$ cat config.mk
export PLATFORM = sky130hd
export DESIGN_NAME = pkt_buf_ctrl
export DESIGN_NICKNAME = d
export VERILOG_FILES = /design/src/bpf_cpu_pkg.sv /design/src/pkt_buf_pkg.sv /design/src/pkt_buf_ctrl.sv
export VERILOG_INCLUDE_DIRS = /design/src
export SDC_FILE = /design/constraint.sdc
export NUM_CORES = 1
export LEC_CHECK = 0
export BUFFER_PORTS_ARGS = -buffer_cell sky130_fd_sc_hd__buf_2
export CORE_MARGIN = 4
export CORE_UTILIZATION = 50
export DETAILED_ROUTE_END_ITERATION = 6
export PLACE_DENSITY_LB_ADDON = 0.25
export SYNTH_ARGS = -nofsm -noshare
export SYNTH_HDL_FRONTEND = slang
export SYNTH_SLANG_ARGS = --single-unit
$ cat constraint.sdc
create_clock -name clk -period 2.6 [get_ports clk]
set_clock_uncertainty 0.05 [all_clocks]
set_input_delay 0.26 -clock clk [delete_from_list [all_inputs] [get_ports clk]]
set_output_delay 0.26 -clock clk [all_outputs]
set_load 0.1 [all_outputs]
$ cat src/bpf_params.svh
`ifndef BPF_PARAMS_SVH
`define BPF_PARAMS_SVH

// Packet memory geometry
// 4 KiB of packet storage seen by the CPU as bytes
`define BPF_BYTE_ADDR_W 12
// 512 words of 8 bytes each
`define BPF_WORD_ADDR_W 9
`define BPF_WORD_BYTES 8

// Byte length reported to CPU and forward port
`define BPF_PLEN_W 32

// Extra pipeline registers around the packet RAM
// Read latency is 1 + BUF_IN + BUF_OUT
`define BPF_MEM_BUF_IN 0
`define BPF_MEM_BUF_OUT 1

// Registered CPU read data in the adapter
`define BPF_ADAPTER_PESS 1

`endif

$ cat src/bpf_cpu_pkg.sv
`default_nettype none

`include "bpf_params.svh"

package bpf_cpu_pkg;

    // Transfer size, classic filter encoding of the size field
    typedef enum logic [1:0] {
        XFER_W = 2'b00,
        XFER_H = 2'b01,
        XFER_B = 2'b10
    } xfer_sz_t;

    // Filter decision for the current packet
    typedef enum logic {
        VERDICT_REJ = 1'b0,
        VERDICT_ACC = 1'b1
    } verdict_t;

    typedef logic [`BPF_BYTE_ADDR_W-1:0] byte_addr_t;
    typedef logic [31:0] cpu_data_t;

endpackage

`default_nettype wire

$ cat src/pkt_buf_pkg.sv
`default_nettype none

`include "bpf_params.svh"

package pkt_buf_pkg;

    // One packet memory word, byte 0 in the top bits
    typedef logic [8*`BPF_WORD_BYTES-1:0] mem_word_t;
    typedef logic [`BPF_WORD_ADDR_W-1:0] word_addr_t;
    typedef logic [`BPF_PLEN_W-1:0] plen_t;

    // Buffer ownership
    // Ingress fills, CPU inspects, forward port reports
    typedef enum logic [1:0] {
        BUF_FILL = 2'd0,
        BUF_CPU = 2'd1,
        BUF_FWD = 2'd2
    } buf_state_t;

endpackage

`default_nettype wire

$ cat src/pkt_buf_ctrl.sv
`timescale 1ns/1ps
`default_nettype none

`include "bpf_params.svh"

module pkt_buf_ctrl (
    input wire clk,
    input wire rst,
    // Ingress handshake
    input wire in_valid_i,
    output logic in_ready_o,
    input wire in_last_i,
    input wire [$clog2(`BPF_WORD_BYTES):0] in_bytes_i,
    // Memory write addressing
    output logic wr_en_o,
    output pkt_buf_pkg::word_addr_t wr_addr_o,
    // CPU side
    output logic pkt_rdy_o,
    output pkt_buf_pkg::plen_t cpu_len_o,
    input wire cpu_verdict_valid_i,
    input wire bpf_cpu_pkg::verdict_t cpu_verdict_i,
    // Forward report
    output logic fwd_valid_o,
    output logic fwd_accept_o,
    output pkt_buf_pkg::plen_t fwd_len_o,
    input wire fwd_ready_i
);

    pkt_buf_pkg::buf_state_t state_q;
    pkt_buf_pkg::word_addr_t wr_addr_q;
    pkt_buf_pkg::plen_t len_q;
    bpf_cpu_pkg::verdict_t verdict_q;
    logic beat;

    // Ingress owns the buffer only while filling
    assign in_ready_o = (state_q == pkt_buf_pkg::BUF_FILL);
    assign beat = in_valid_i && in_ready_o;

    // Each accepted beat lands in the next word
    assign wr_en_o = beat;
    assign wr_addr_o = wr_addr_q;

    always_ff @(posedge clk) begin
        if (!rst) begin
            state_q <= pkt_buf_pkg::BUF_FILL;
            wr_addr_q <= '0;
            len_q <= '0;
        end else begin
            case (state_q)
                pkt_buf_pkg::BUF_FILL: begin
                    if (beat) begin
                        if (in_last_i) begin
                            // Partial last beat, in_bytes_i is 1..8
                            len_q <= len_q + pkt_buf_pkg::plen_t'(in_bytes_i);
                            wr_addr_q <= '0;
                            state_q <= pkt_buf_pkg::BUF_CPU;
                        end else begin
                            len_q <= len_q + pkt_buf_pkg::plen_t'(`BPF_WORD_BYTES);
                            wr_addr_q <= wr_addr_q + 1'b1;
                        end
                    end
                end
                pkt_buf_pkg::BUF_CPU: begin
                    if (cpu_verdict_valid_i) begin
                        state_q <= pkt_buf_pkg::BUF_FWD;
                    end
                end
                pkt_buf_pkg::BUF_FWD: begin
                    // Buffer free again once the report is taken
                    if (fwd_ready_i) begin
                        len_q <= '0;
                        state_q <= pkt_buf_pkg::BUF_FILL;
                    end
                end
                default: state_q <= pkt_buf_pkg::BUF_FILL;
            endcase
        end
    end

    // Verdict kept for the forward report
    always_ff @(posedge clk) begin
        if (state_q == pkt_buf_pkg::BUF_CPU && cpu_verdict_valid_i) begin
            verdict_q <= cpu_verdict_i;
        end
    end

    assign pkt_rdy_o = (state_q == pkt_buf_pkg::BUF_CPU);
    assign cpu_len_o = len_q;

    assign fwd_valid_o = (state_q == pkt_buf_pkg::BUF_FWD);
    assign fwd_accept_o = (verdict_q == bpf_cpu_pkg::VERDICT_ACC);
    assign fwd_len_o = len_q;

endmodule

`default_nettype wire

* Word level (Yosys, flattened, before mapping) *
Index checks and enable logic that the tools add are counted.

word-level totals
  output and inout port bits = 78
  bits in registers = 44
  input port bits = 11

cells by class
  mux-type cells = 10
  add/subtract/negate cells = 3
  equal/unequal tests = 6
  reductions and logical operators = 7

operators with widths
  operator                                                                  count
  32-bit two-way mux                                                        3
  32-bit case mux with 2 select lines                                       1
  32-bit by 4-bit adder with 32-bit output                                  1
  32-bit by 4-bit adder with 32-bit output (second input constant)          1
  9-bit by 1-bit adder with 9-bit output (second input constant)            1
  9-bit two-way mux                                                         1
  2-bit two-way mux                                                         4
  2-bit by 1-bit inequality test with 1-bit output (second input constant)  4
  2-bit case mux with 3 select lines                                        1
  4-bit AND reduction                                                       1
  3-bit AND reduction                                                       1
  2-bit by 1-bit == test with 1-bit output (second input constant)          1
  2-bit == test (second input constant)                                     1
  1-bit logical AND                                                         2
  2-bit zero test                                                           1
  2-bit AND reduction                                                       1
  2-bit nonzero test                                                        1

* Depth between registers and ports, before layout *
  depth after elaboration = 4
  mapped depth = 9
  gate-level depth less buffers = 8

* Worst setup path before layout *
Ideal clock, no wire load.

  kind = register to register
  start = register state_q[0]
  end = register wr_addr_q[5] (netlist: wr_addr_o[5])
  stages on the path, launching flop included = 8
  period minus slack after synthesis = 3901 ps
  path buffers = 1
  data required time = 2479 ps
  setup time = 71 ps
  slack = -1301 ps
  data arrival time = 3780 ps
  cell sequence = dfxtp_1 clkbuf_1 nor2_1 nand2_1 inv_1 nand4_1 or3_1 a21oi_1

between the ends
  longest elaborated chain between the ends = 3

ends and longest elaborated chain
  item                                  RTL line            RTL
  start, declared                       pkt_buf_ctrl.sv:29  pkt_buf_pkg::buf_state_t state_q;
  start signal, assigned                pkt_buf_ctrl.sv:45  state_q <= pkt_buf_pkg::BUF_FILL;
  start signal, assigned                pkt_buf_ctrl.sv:56  state_q <= pkt_buf_pkg::BUF_CPU;
  start signal, assigned                pkt_buf_ctrl.sv:65  state_q <= pkt_buf_pkg::BUF_FWD;
  2-bit zero test                       pkt_buf_ctrl.sv:36  assign in_ready_o = (state_q == pkt_buf_pkg::BUF_FILL);
  named net in_ready_o                  pkt_buf_ctrl.sv:11  output logic in_ready_o,
  1-bit logical AND                     pkt_buf_ctrl.sv:37  assign beat = in_valid_i && in_ready_o;
  named net wr_en_o                     pkt_buf_ctrl.sv:15  output logic wr_en_o,
  2-bit AND reduction (no source line)  n/a
  end signal, assigned                  pkt_buf_ctrl.sv:59  wr_addr_q <= wr_addr_q + 1'b1;
  end, declared                         pkt_buf_ctrl.sv:30  pkt_buf_pkg::word_addr_t wr_addr_q;

The timed path passes the listed nets, and every way through them passes these cells.
A chain may end at the register's enable or synchronous reset.

* Worst setup path in the final report *
  start = register len_q[0] (netlist: cpu_len_o[0])
  end = register len_q[30] (netlist: cpu_len_o[30])

between the ends
  longest elaborated chain between the ends = 4
  elaborated cells between the ends (all ways) = 5

ends and longest elaborated chain
  item                                                                RTL line                                RTL
  start, declared                                                     pkt_buf_ctrl.sv:31                      pkt_buf_pkg::plen_t len_q;
  start signal, assigned                                              pkt_buf_ctrl.sv:54                      len_q <= len_q + pkt_buf_pkg::plen_t'(in_bytes_i);
  start signal, assigned                                              pkt_buf_ctrl.sv:58                      len_q <= len_q + pkt_buf_pkg::plen_t'(`BPF_WORD_BYTES);
  32-bit by 4-bit adder with 32-bit output, on equally long branches  pkt_buf_ctrl.sv:58, pkt_buf_ctrl.sv:54
  32-bit two-way mux *                                                pkt_buf_ctrl.sv:52                      if (in_last_i) begin
  32-bit two-way mux *                                                pkt_buf_ctrl.sv:51                      if (beat) begin
  32-bit case mux with 2 select lines *                               pkt_buf_ctrl.sv:49                      case (state_q)

Mark *: on every way between the ends. The rest lies on a longest branch, timed or not. The select of a mux whose other input is x is not followed.

==> results.json <==
{
  "port-buffer-count": 88,
  "drc": 0,
  "worst_pin_slew_ns": 0.502,
  "synthArstFlopShare_pct": 0,
  "post-route-min-period_ns": 2.39,
  "pre_cts_ws_ns": 0.202,
  "rows": 25,
  "syn_to_final_growth_pct": 16.7,
  "slowest_delay_ns": 0.53,
  "die_y_um": 78.9,
  "ant_nets": 0,
  "crit_arrival_ns": 2.58,
  "cp.buffers_inverters": 1,
  "setup_viol": 0,
  "ir_worst_vdd_uv": 277,
  "gr-total-overflow": 0,
  "antenna_found_initial": 0,
  "cts_tree": "done",
  "synth_edf_count": 1,
  "cts_buffer_depth": 2,
  "finalCritPeriodShare_pct": 92.1,
  "synth.avg_cell_area_um2": 8.46,
  "initialDrtViolationCount": 124,
  "yosys_warnings": 0,
  "cts_sinks": 44,
  "synthCells": 297,
  "first_pass_iters": 4,
  "wl_um": 5840,
  "cp-startpoint": "cpu_len_o[0]",
  "post_cts_buffers": 0,
  "cp.required_ns": 2.78,
  "drive_above_1_share_pct": 34.9,
  "netlist_area_mm2": 0.00251,
  "fin_tns_setup_ns": 0,
  "maxCapViolations": 0,
  "layout.cells.non_filler": 425,
  "dp_hpwl_um": 4340,
  "status": "completed",
  "grt_pass1_wl_um": 9840,
  "die_w_um": 78.9,
  "cp-start-kind": "flop",
  "min_from": "cpu_verdict_i",
  "num_vias": 2270,
  "cts_buffers": 5,
  "ys_seq_area_share_pct": 35.5,
  "nets": 375,
  "num_io_pins": 89,
  "slew_viol_final": 0,
  "clk_pin_slew_worst_paths_ns": 0.08,
  "ys_ff_latch": 44,
  "initial_core_util_pct": 52.5,
  "cts_resized": 0,
  "worstSetupPathType": "reg2reg",
  "yosysUniqueCellTypes": 45,
  "power_density_mw_per_mm2": 492,
  "rr_worst_depth": 8,
  "layout_setup_ws_ns": 0.205,
  "grt_pass1_vias": 2121,
  "p_leak_nw": 1.29,
  "crit_slowest_cell": "or4_1",
  "fillers": 456,
  "hold_class": "in2reg",
  "clk_latency_ns": 0.29,
  "critPathTopFamily": "simple AND/OR/NAND/NOR gates",
  "coreArea_mm2": 0.00479,
  "cp.depth": 8,
  "rsz0062_at_grt": "no",
  "critPathMaxFanout": 11,
  "fp.dieArea_mm2": 0.00622,
  "worstPathCellList": "ha_1, inv_1, fa_1, nand2b_1, a21oi_2, o211ai_2, or4_1, a21oi_1",
  "gp_congestion": 0.835,
  "grt_usage_pct": 19.5,
  "fmax_ghz": 0.418,
  "ctsRootBufferMaster": "clkbuf_8",
  "min_path_cells": 1,
  "placedCellCount": 417,
  "worstSetupEndpointType": "flop",
  "hold_viol": 0,
  "wl_per_cell_um": 13.7,
  "syn_nets": 315,
  "htreeDepth": 2,
  "insertedDiodeCount": 0,
  "max-slew-margin-rel_pct": 66.8,
  "holdBufCountCts": 0,
  "grt_max_degree": 16,
  "via_per_inst": 5.34,
  "synthFlopType": "dfxtp_1",
  "r2r_start": "cpu_len_o[0]"
}
[registers in the layout, summed over array words and instances (netlist names)]
signal,flops
state_q,2
wr_addr_o,9
fwd_accept_o,1
cpu_len_o,32
[cell usage after synthesis, types with 5 or more instances]
master     count  area share, %
nand2_1       21            3.1
nand4_1       10            2.5
nand3_1        6            1.2
or3_1         13            3.2
nor2_1        29            4.3
or4_1          5            1.5
clkbuf_1       6           0.90
nor3_1         6            1.2
dfxtp_1       43             34
o31ai_1        5            1.5
o21ai_0       16            3.2
ha_1           6            3.0
inv_1         13            1.9
buf_4         32            9.6
a21oi_1       19            3.8
xor2_1        13            4.5
o2111ai_1      7            2.4
xnor2_1        6            2.1
[final timing paths]
| check | end | slack (ns) |
|---|---|---|
| worst min-delay path | fwd_accept_o | 0.09 |
| worst max register to register | cpu_len_o[30] | 0.21 |
| worst min register to register | cpu_len_o[31] | 0.44 |
| worst max-delay path | cpu_len_o[30] | 0.21 |
[metrics by stage]
stage | instance area, um^2 | util [%] | power (mW) | hold WS (ns)
2_1_floorplan | 2550 | - | 0.928 | 0.309
3_3_place_gp | 2830 | 59.1 | 0.971 | 0.388
3_5_place_dp | 2830 | 59.1 | 0.974 | 0.389
4_1_cts | 2930 | 61.3 | 1.45 | 0.0763
5_1_grt | 2930 | 61.3 | 1.50 | 0.0812
6_report | 2930 | 61.3 | 1.44 | 0.0883
[layer usage]
layer	up-vias	part of all wire, %	track usage, %
met5	-	0	0
met4	0	1.4	6.19
met3	7	5.0	4.20
met2	56	48	33.2
met1	1066	46	24.8
li1	1141	-	-
[layout make-up]
class | instances | area (um^2) | share of cell area (%)
Multi-Input combinational cell | 200 | 1310 | 44.6
Clock inverter | 1 | 5.00 | 0.171
Tap cell | 67 | 83.8 | 2.86
Inverter | 13 | 52.6 | 1.79
Timing Repair Buffer | 93 | 478 | 16.3
Sequential cell | 44 | 907 | 30.9
Clock buffer | 7 | 97.6 | 3.33
[cells in the final DEF (no fill, tap or decap), types with 3 or more instances in the layout]
master and count:
nand4_1 10, dfxtp_2 10, xnor2_1 6, o21ai_0 16
and3_1 3, buf_2 88, dfxtp_1 32, a21boi_0 4
nor2b_1 4, o31ai_1 5, clkbuf_8 5, nand2_1 20
o2111ai_1 7, or3_1 13, buf_4 5, nand3_1 6
or4_1 5, ha_1 6, nor2_1 28, inv_1 12
xor2_1 13, a21oi_1 19, nor3_1 6
[worst register-to-register path, stage by stage (launching register included)]
cell	delay (ns)
dfxtp_4	0.36
ha_1	0.16
inv_1	0.06
fa_1	0.39
nand2b_1	0.17
a21oi_2	0.25
o211ai_2	0.23
or4_1	0.53
a21oi_1	0.14
[where the power goes]
group | internal, mW | switching, mW
sequential | 0.685 | 0.0155
combinational | 0.0554 | 0.204
clock | 0.247 | 0.235
[cell families after synthesis]
| group | count (synthesis) | synth area share (%) |
|---|---|---|
| XOR/XNOR | 19 | 6.63 |
| adder cells (fa/ha/maj) | 7 | 3.79 |
| AO/OA/AOI/OAI | 64 | 16.4 |
| flip-flops | 44 | 35.5 |
| buffers and inverters | 53 | 13.1 |
| multiplexers | 3 | 1.44 |
| AND/OR/NAND/NOR | 107 | 23.2 |
Note: power is estimated with default switching activity, not from simulation.
