===== src/bpf_params.svh =====
`ifndef BPF_PARAMS_SVH
`define BPF_PARAMS_SVH

// Packet memory geometry
// 4 KiB of packet storage seen by the CPU as bytes
`define BPF_BYTE_ADDR_W 12
// 512 words of 8 bytes each
`define BPF_WORD_ADDR_W 9
`define BPF_WORD_BYTES 8

// Byte length reported to CPU and forward port
`define BPF_PLEN_W 32

// Extra pipeline registers around the packet RAM
// Read latency is 1 + BUF_IN + BUF_OUT
`define BPF_MEM_BUF_IN 0
`define BPF_MEM_BUF_OUT 1

// Registered CPU read data in the adapter
`define BPF_ADAPTER_PESS 1

`endif


===== src/bpf_cpu_pkg.sv =====
`default_nettype none

`include "bpf_params.svh"

package bpf_cpu_pkg;

    // Transfer size, classic filter encoding of the size field
    typedef enum logic [1:0] {
        XFER_W = 2'b00,
        XFER_H = 2'b01,
        XFER_B = 2'b10
    } xfer_sz_t;

    // Filter decision for the current packet
    typedef enum logic {
        VERDICT_REJ = 1'b0,
        VERDICT_ACC = 1'b1
    } verdict_t;

    typedef logic [`BPF_BYTE_ADDR_W-1:0] byte_addr_t;
    typedef logic [31:0] cpu_data_t;

endpackage

`default_nettype wire


===== src/pkt_buf_pkg.sv =====
`default_nettype none

`include "bpf_params.svh"

package pkt_buf_pkg;

    // One packet memory word, byte 0 in the top bits
    typedef logic [8*`BPF_WORD_BYTES-1:0] mem_word_t;
    typedef logic [`BPF_WORD_ADDR_W-1:0] word_addr_t;
    typedef logic [`BPF_PLEN_W-1:0] plen_t;

    // Buffer ownership
    // Ingress fills, CPU inspects, forward port reports
    typedef enum logic [1:0] {
        BUF_FILL = 2'd0,
        BUF_CPU = 2'd1,
        BUF_FWD = 2'd2
    } buf_state_t;

endpackage

`default_nettype wire


===== src/pkt_rd_if.sv =====
`timescale 1ns/1ps
`default_nettype none

// Word read channel between CPU adapter and packet memory
// No back-pressure, data comes back a fixed number of cycles later
interface pkt_rd_if;

    pkt_buf_pkg::word_addr_t word_addr;
    logic rd_en;
    pkt_buf_pkg::mem_word_t rd_data;

    // Requesting side
    modport reader (
        output word_addr,
        output rd_en,
        input rd_data
    );

    // Memory side
    modport mem (
        input word_addr,
        input rd_en,
        output rd_data
    );

endinterface

`default_nettype wire


===== src/cpu_adapter.sv =====
`timescale 1ns/1ps
`default_nettype none

`include "bpf_params.svh"

module cpu_adapter (
    input wire clk,
    input wire rst,
    // CPU read request
    input wire cpu_rd_en_i,
    input wire bpf_cpu_pkg::byte_addr_t cpu_addr_i,
    input wire bpf_cpu_pkg::xfer_sz_t cpu_sz_i,
    // CPU read response, L cycles after the request
    output logic cpu_data_valid_o,
    output bpf_cpu_pkg::cpu_data_t cpu_data_o,
    // Word reads to packet memory
    pkt_rd_if.reader rd
);

    localparam int MEM_LAT = 1 + `BPF_MEM_BUF_IN + `BPF_MEM_BUF_OUT;
    // Byte offset bits inside one memory word
    localparam int OFF_W = $clog2(`BPF_WORD_BYTES);

    // Request info delayed to line up with returned word
    logic [OFF_W-1:0] off_sr [MEM_LAT];
    bpf_cpu_pkg::xfer_sz_t sz_sr [MEM_LAT];
    logic [MEM_LAT-1:0] vld_sr;

    logic [OFF_W-1:0] off_d;
    bpf_cpu_pkg::xfer_sz_t sz_d;
    logic vld_d;

    pkt_buf_pkg::mem_word_t shifted;
    bpf_cpu_pkg::cpu_data_t selected;
    bpf_cpu_pkg::cpu_data_t resized;

    // Word address is the byte address minus its offset bits
    assign rd.word_addr = cpu_addr_i[`BPF_BYTE_ADDR_W-1:OFF_W];
    assign rd.rd_en = cpu_rd_en_i;

    always_ff @(posedge clk) begin
        off_sr[0] <= cpu_addr_i[OFF_W-1:0];
        sz_sr[0] <= cpu_sz_i;
        for (int i = 1; i < MEM_LAT; i++) begin
            off_sr[i] <= off_sr[i-1];
            sz_sr[i] <= sz_sr[i-1];
        end
    end

    always_ff @(posedge clk) begin
        if (!rst) begin
            vld_sr <= '0;
        end else begin
            vld_sr <= (vld_sr << 1) | MEM_LAT'(cpu_rd_en_i);
        end
    end

    assign off_d = off_sr[MEM_LAT-1];
    assign sz_d = sz_sr[MEM_LAT-1];
    assign vld_d = vld_sr[MEM_LAT-1];

    // Big-endian, move requested byte to the top of the word
    // Reads never cross a word, so the top 32 bits hold the window
    assign shifted = rd.rd_data << (8 * off_d);
    assign selected = shifted[8*`BPF_WORD_BYTES-1 -: 32];

    // Smaller sizes are right-aligned and zero-padded on the left
    always_comb begin
        case (sz_d)
            bpf_cpu_pkg::XFER_W: resized = selected;
            bpf_cpu_pkg::XFER_H: resized = {16'h0000, selected[31:16]};
            bpf_cpu_pkg::XFER_B: resized = {24'h000000, selected[31:24]};
            default: resized = '0;
        endcase
    end

    generate
        if (`BPF_ADAPTER_PESS != 0) begin : g_pess
            bpf_cpu_pkg::cpu_data_t data_q;
            logic valid_q;

            always_ff @(posedge clk) begin
                data_q <= resized;
            end

            always_ff @(posedge clk) begin
                if (!rst) begin
                    valid_q <= 1'b0;
                end else begin
                    valid_q <= vld_d;
                end
            end

            assign cpu_data_o = data_q;
            assign cpu_data_valid_o = valid_q;
        end else begin : g_comb
            assign cpu_data_o = resized;
            assign cpu_data_valid_o = vld_d;
        end
    endgenerate

endmodule

`default_nettype wire


===== src/flat_wrapper.sv =====
// flat-port wrapper written by rule: the top's interface ports become plain ports
module cpu_adapter_flat 
  (clk, rst, cpu_rd_en_i, cpu_addr_i, cpu_sz_i, cpu_data_valid_o, cpu_data_o, rd_word_addr, rd_rd_en, rd_rd_data);
  pkt_rd_if rd_i ();
  input wire clk;
  input wire rst;
  input wire cpu_rd_en_i;
  input wire bpf_cpu_pkg::byte_addr_t cpu_addr_i;
  input wire bpf_cpu_pkg::xfer_sz_t cpu_sz_i;
  output logic cpu_data_valid_o;
  output bpf_cpu_pkg::cpu_data_t cpu_data_o;
  output wire logic [$bits(rd_i.word_addr)-1:0] rd_word_addr;
  output wire logic [$bits(rd_i.rd_en)-1:0] rd_rd_en;
  input wire logic [$bits(rd_i.rd_data)-1:0] rd_rd_data;
  assign rd_word_addr = rd_i.word_addr;
  assign rd_rd_en = rd_i.rd_en;
  assign rd_i.rd_data = rd_rd_data;
  cpu_adapter u_core (.clk(clk), .rst(rst), .cpu_rd_en_i(cpu_rd_en_i), .cpu_addr_i(cpu_addr_i), .cpu_sz_i(cpu_sz_i), .cpu_data_valid_o(cpu_data_valid_o), .cpu_data_o(cpu_data_o), .rd(rd_i));
endmodule

===== config.mk =====
export PLATFORM = sky130hd
export DESIGN_NAME = cpu_adapter_flat
export DESIGN_NICKNAME = d
export VERILOG_FILES = /design/src/bpf_cpu_pkg.sv /design/src/pkt_buf_pkg.sv /design/src/pkt_rd_if.sv /design/src/cpu_adapter.sv /design/src/flat_wrapper.sv
export VERILOG_INCLUDE_DIRS = /design/src
export SDC_FILE = /design/constraint.sdc
export NUM_CORES = 1
export LEC_CHECK = 0
export BUFFER_PORTS_ARGS = -buffer_cell sky130_fd_sc_hd__buf_2
export CAP_MARGIN = 5
export CORE_MARGIN = 5
export CORE_UTILIZATION = 49
export DETAILED_ROUTE_END_ITERATION = 7
export GPL_TIMING_DRIVEN = 0
export HOLD_SLACK_MARGIN = 0.15
export PLACE_DENSITY = 0.87
export SYNTH_ARGS = -nofsm -noshare
export SYNTH_HDL_FRONTEND = slang
export SYNTH_SLANG_ARGS = --single-unit

===== constraint.sdc =====
create_clock -name clk -period 1.9 [get_ports clk]
set_input_delay 0.285 -clock clk [delete_from_list [all_inputs] [get_ports clk]]
set_output_delay 0.285 -clock clk [all_outputs]
set_load 0.005 [all_outputs]

=== Word-level counts from Yosys, hierarchy flattened ===
Memory sizes are Yosys's and may differ from the RTL's.
Index checks and enable logic that the tools add are counted.

* Shifts and indexed selects: 1
* Reductions and logical operators: 1
* Equal/unequal tests: 2
* Bitwise gates (word level): 1
* Mux-type cells: 1

{| class="wikitable"
|+ Operators by type and width
! kind !! number
|-
| 32-bit case mux with 3 select lines || 1
|-
| 64-bit by 6-bit left shift with 64-bit output || 1
|-
| 2-bit by 1-bit equality test with 1-bit output (second input constant) || 1
|-
| 2-bit equality test (second input constant) || 1
|-
| 2-bit zero test || 1
|-
| 2-bit by 1-bit bitwise OR with 2-bit output || 1
|}

* Memories kept: 2
* Register bits after elaboration: 35
* RAM bits: 10
* Logic and storage cells: 11
* Output and inout port bits: 43
* Input port bits: 81

{| class="wikitable"
|+ Memories
! name !! words !! bits a word !! rd ports !! clocked after memory_dff !! write ports !! line !! source
|-
| u_core.off_sr || 2 || 3 || 2 || 0 || 2 || cpu_adapter.sv:25 || <nowiki>logic [OFF_W-1:0] off_sr [MEM_LAT];</nowiki>
|-
| u_core.sz_sr || 2 || 2 || 2 || 0 || 2 || cpu_adapter.sv:26 || <nowiki>bpf_cpu_pkg::xfer_sz_t sz_sr [MEM_LAT];</nowiki>
|}

=== Depth between registers and ports, before layout ===
* Depth after elaboration: 2
* Mapped depth: 7

=== Least setup slack after synthesis ===
OpenSTA, ideal clock, no wires.

* Path kind: reg-to-reg
* Start: mem u_core.off_sr[0][3] (netlist name)
* End: reg u_core.g_pess.data_q[10], in the netlist u_core.cpu_data_o[10]
* Required time: 1758 ps
* Cell stages (with the launch flop): 6
* Period minus slack after synthesis: 1547 ps
* Library setup time: 142 ps
* Data arrival time: 1405 ps
* Path slack: 353 ps
* Cells stage by stage: dfxtp_1 buf_4 mux4_2 nor2b_1 nor3_1 a211oi_2

{| class="wikitable"
|+ RTL lines
! item !! line !! source
|-
| start: declaration || cpu_adapter.sv:25 ||
|-
| end signal: assignment || cpu_adapter.sv:83 || <nowiki>data_q <= resized;</nowiki>
|-
| end: declaration || cpu_adapter.sv:79 || <nowiki>bpf_cpu_pkg::cpu_data_t data_q;</nowiki>
|}

==> flow_summary.json <==
{
  "status": "complete, no violations",
  "synth-simple-area-share": 0.127,
  "antenna_found_initial": 0,
  "num_rows": 28,
  "regToRegEndpoint": "u_core.cpu_data_o[6]$_DFF_P_",
  "worst_pin_slew_ns": 0.849,
  "synth.cell_area_um2": 3060,
  "synth_compound_area_frac": 0.154,
  "max_stage_delay_ns": 0.51,
  "ant_nets": 0,
  "synth_warnings": 0,
  "cts_made_buffers": 5,
  "p_int_uw": 1620,
  "layout_commonest_cell": "buf_2",
  "gp_congestion": 0.910,
  "setup_slack_ns": 0.0905,
  "crit_path_end_kind": "flip-flop",
  "area_delta_synth_final_pct": 26.1,
  "synth.net_count": 385,
  "drt_iter0_drc": 371,
  "synth-adder-area-share": 0,
  "worstPathRequired_ns": 2.06,
  "core_um2": 5990,
  "drc": 0,
  "overflow": 0,
  "r2r_slack_ns": 0.09,
  "path_clk_slew_ns": 0.08,
  "start_kind": "flip-flop",
  "synthArstFlopShare": 0,
  "report.final.hold_viol_count": 0,
  "r2r_start": "u_core.off_sr[0][4]$_DFF_P_",
  "ys_types": 36,
  "die_x_um": 89.1,
  "fin_cells": 504,
  "synth_enable_flop_cells": 0,
  "p_clk_frac": 0.248,
  "synth_top_family_by_area": "multiplexers",
  "power_frac_seq": 0.440,
  "synth_mux_area_frac": 0.341,
  "maxCapViolCount": 0,
  "hold_path_end": "u_core.vld_sr[0]$_SDFF_PN0_",
  "numClockSinks": 45,
  "grt_pass1_vias": 3132,
  "relSlewSlack": 0.434,
  "r2r_cells": 6,
  "combPwrFrac": 0.313,
  "clockBufferDepth": 2,
  "final_cell_mix": "buf_2, mux2i_1, dfxtp_1, nor2_1, mux4_2",
  "place_inst": 493,
  "ys.flop_type": "dfxtp_1",
  "fin_crit_sh": 0.952,
  "rsz0062_at_grt": "false",
  "crit_chain": "buf_2, nor2b_1, clkbuf_1, a22oi_1, a21boi_0, o22ai_1",
  "grt_pass1_wl_um": 15500,
  "min_from": "cpu_rd_en_i",
  "routed_wl_um": 10000,
  "placement.io_buffers": 114,
  "switching_share": 0.305,
  "grt_max_degree": 14,
  "ios": 124,
  "grt_util_all_layers": 0.258,
  "vias": 3060,
  "cts_tree": "done",
  "diodes": 0,
  "clk_latency_ns": 0.30,
  "die_area_um2": 7940,
  "viasPerCell": 6.07,
  "crit_fanout": 9,
  "fillers": 508,
  "dpl_worst_slack_ns": -0.00307,
  "hold_class": "primary input to flip-flop",
  "drive_above_1_share": 0.408,
  "ir_drop_mv": 0.460,
  "crit_type": "flip-flop to flip-flop",
  "achievable-frequency_mhz": 553,
  "synth_cells": 304,
  "synth_top_area_cell": "dfxtp_1",
  "start_util": 0.511,
  "synth_top_area_share": 0.294,
  "cts_max_level": 2,
  "fin_skew_ns": 0.00562,
  "worstHoldPathCells": 2,
  "cp_slowest_cell": "clkbuf_1",
  "wl_per_cell_um": 19.9,
  "drt-pass1-iter-count": 5,
  "avgSynthCellArea_um2": 10.1,
  "nets": 509,
  "drv_slew": 0,
  "critPathArrivalTime_ns": 1.97,
  "power_density_nw_per_um2": 604,
  "synth_xor_area_frac": 0,
  "ys_seq_area_frac": 0.294,
  "leakagePower_uw": 0.00185,
  "p_sw_uw": 712,
  "min_period_ns": 1.81,
  "setup_viol_count_final": 0,
  "die_h_um": 89.1,
  "cts_root_buffer": "clkbuf_8",
  "dp_hpwl_um": 7440,
  "synth_area_leaders": "dfxtp_1, mux2i_1, mux4_2",
  "ys_seq_elements": 45
}
worst max-delay path by stage:
| stage | end | depth (start not counted) | slack [ns] | start |
|---|---|---|---|---|
| finish | u_core.cpu_data_o[6]$_DFF_P_ | 6 | 0.09 | u_core.off_sr[0][4]$_DFF_P_ |
| global route | u_core.cpu_data_o[5]$_DFF_P_ | 6 | 0.003 | u_core.off_sr[0][3]$_DFF_P_ |
| CTS | u_core.cpu_data_o[4]$_DFF_P_ | 6 | 0.004 | u_core.off_sr[0][5]$_DFF_P_ |
| detailed placement | u_core.cpu_data_o[6]$_DFF_P_ | 6 | -0.003 | u_core.off_sr[0][4]$_DFF_P_ |
| global placement | u_core.cpu_data_o[8]$_DFF_P_ | 6 | 0.05 | u_core.off_sr[0][5]$_DFF_P_ |
| floorplan | u_core.cpu_data_o[10]$_DFF_P_ | 5 | 0.35 | u_core.off_sr[0][3]$_DFF_P_ |
power by group through the flow:
| stage | Sequential (µW) | Clock (µW) | Combinational (µW) |
|---|---|---|---|
| after floorplan | 1060 | 0 | 424 |
| after global placement | 1050 | 0 | 692 |
| after detailed placement | 1050 | 0 | 707 |
| after CTS | 1030 | 591 | 719 |
| after global routing | 1030 | 624 | 786 |
| final | 1030 | 578 | 730 |
per-layer routing:
layer,part of all wire,GRT usage,routed length [µm]
met1,0.38,0.324,3860
met2,0.46,0.422,4610
met3,0.11,0.0553,1150
met4,0.043,0.123,437
met5,0,0,0
cell usage after synthesis (7+ instances only):
cell,n
buf_2,10
nand2_1,10
o211ai_1,7
clkbuf_1,12
mux2i_1,66
mux4_2,16
nor2_1,27
nand3b_1,7
nor3_1,8
dfxtp_1,45
nor2b_1,8
a22oi_1,7
buf_4,15
stage by stage:
stage | cell area [µm²] | total power, µW | utilization | hold WS, ns | setup TNS (ns)
floorplan | 3060 | 1480 | - | 0.310 | 0
global placement | 3730 | 1740 | 0.622 | 0.310 | 0
detailed placement | 3730 | 1760 | 0.622 | 0.312 | -0.00307
CTS | 3860 | 2340 | 0.645 | 0.199 | 0
global route | 3860 | 2440 | 0.645 | 0.213 | 0
finish | 3860 | 2330 | 0.645 | 0.201 | 0
final cells by class:
cell class                      instances  area (µm²)  share of cell area
Timing Repair Buffer                  119         621               0.161
Sequential cell                        45         901               0.233
Multi-Input combinational cell        215        1910               0.493
Clock buffer                            6        72.6              0.0188
Buffer                                 39         249              0.0644
Inverter                                3        11.3             0.00291
Tap cell                               75        93.8              0.0243
Clock inverter                          2        10.0             0.00259
sequential cells by signal, summed over array words and instances (netlist names):
signal	count
u_core.off_sr	6
u_core.cpu_data_valid_o	1
u_core.cpu_data_o	32
u_core.sz_sr	4
u_core.vld_sr	2
worst max-delay path, delay by kind of cell (launching register included):
family	cells	cell delay, ns
flops	1	0.32
compound gates	3	0.57
simple gates	1	0.13
buf+inv	2	0.66
kinds of logic after synthesis:
| group | after synthesis |
|---|---|
| buf+inv | 44 |
| flops | 45 |
| simple gates | 73 |
| compound gates | 58 |
| mux | 84 |
timing repair:
action                                 4_1_cts  5_1_grt
buffers inserted                             0        0
setup endpoints to repair                    1       20
gates resized for setup                      1        4
endpoints found under the hold margin        5        0
pin swaps                                    0        0
hold buffers                                 5        0
No activity file was read; power rests on OpenSTA's default activity.
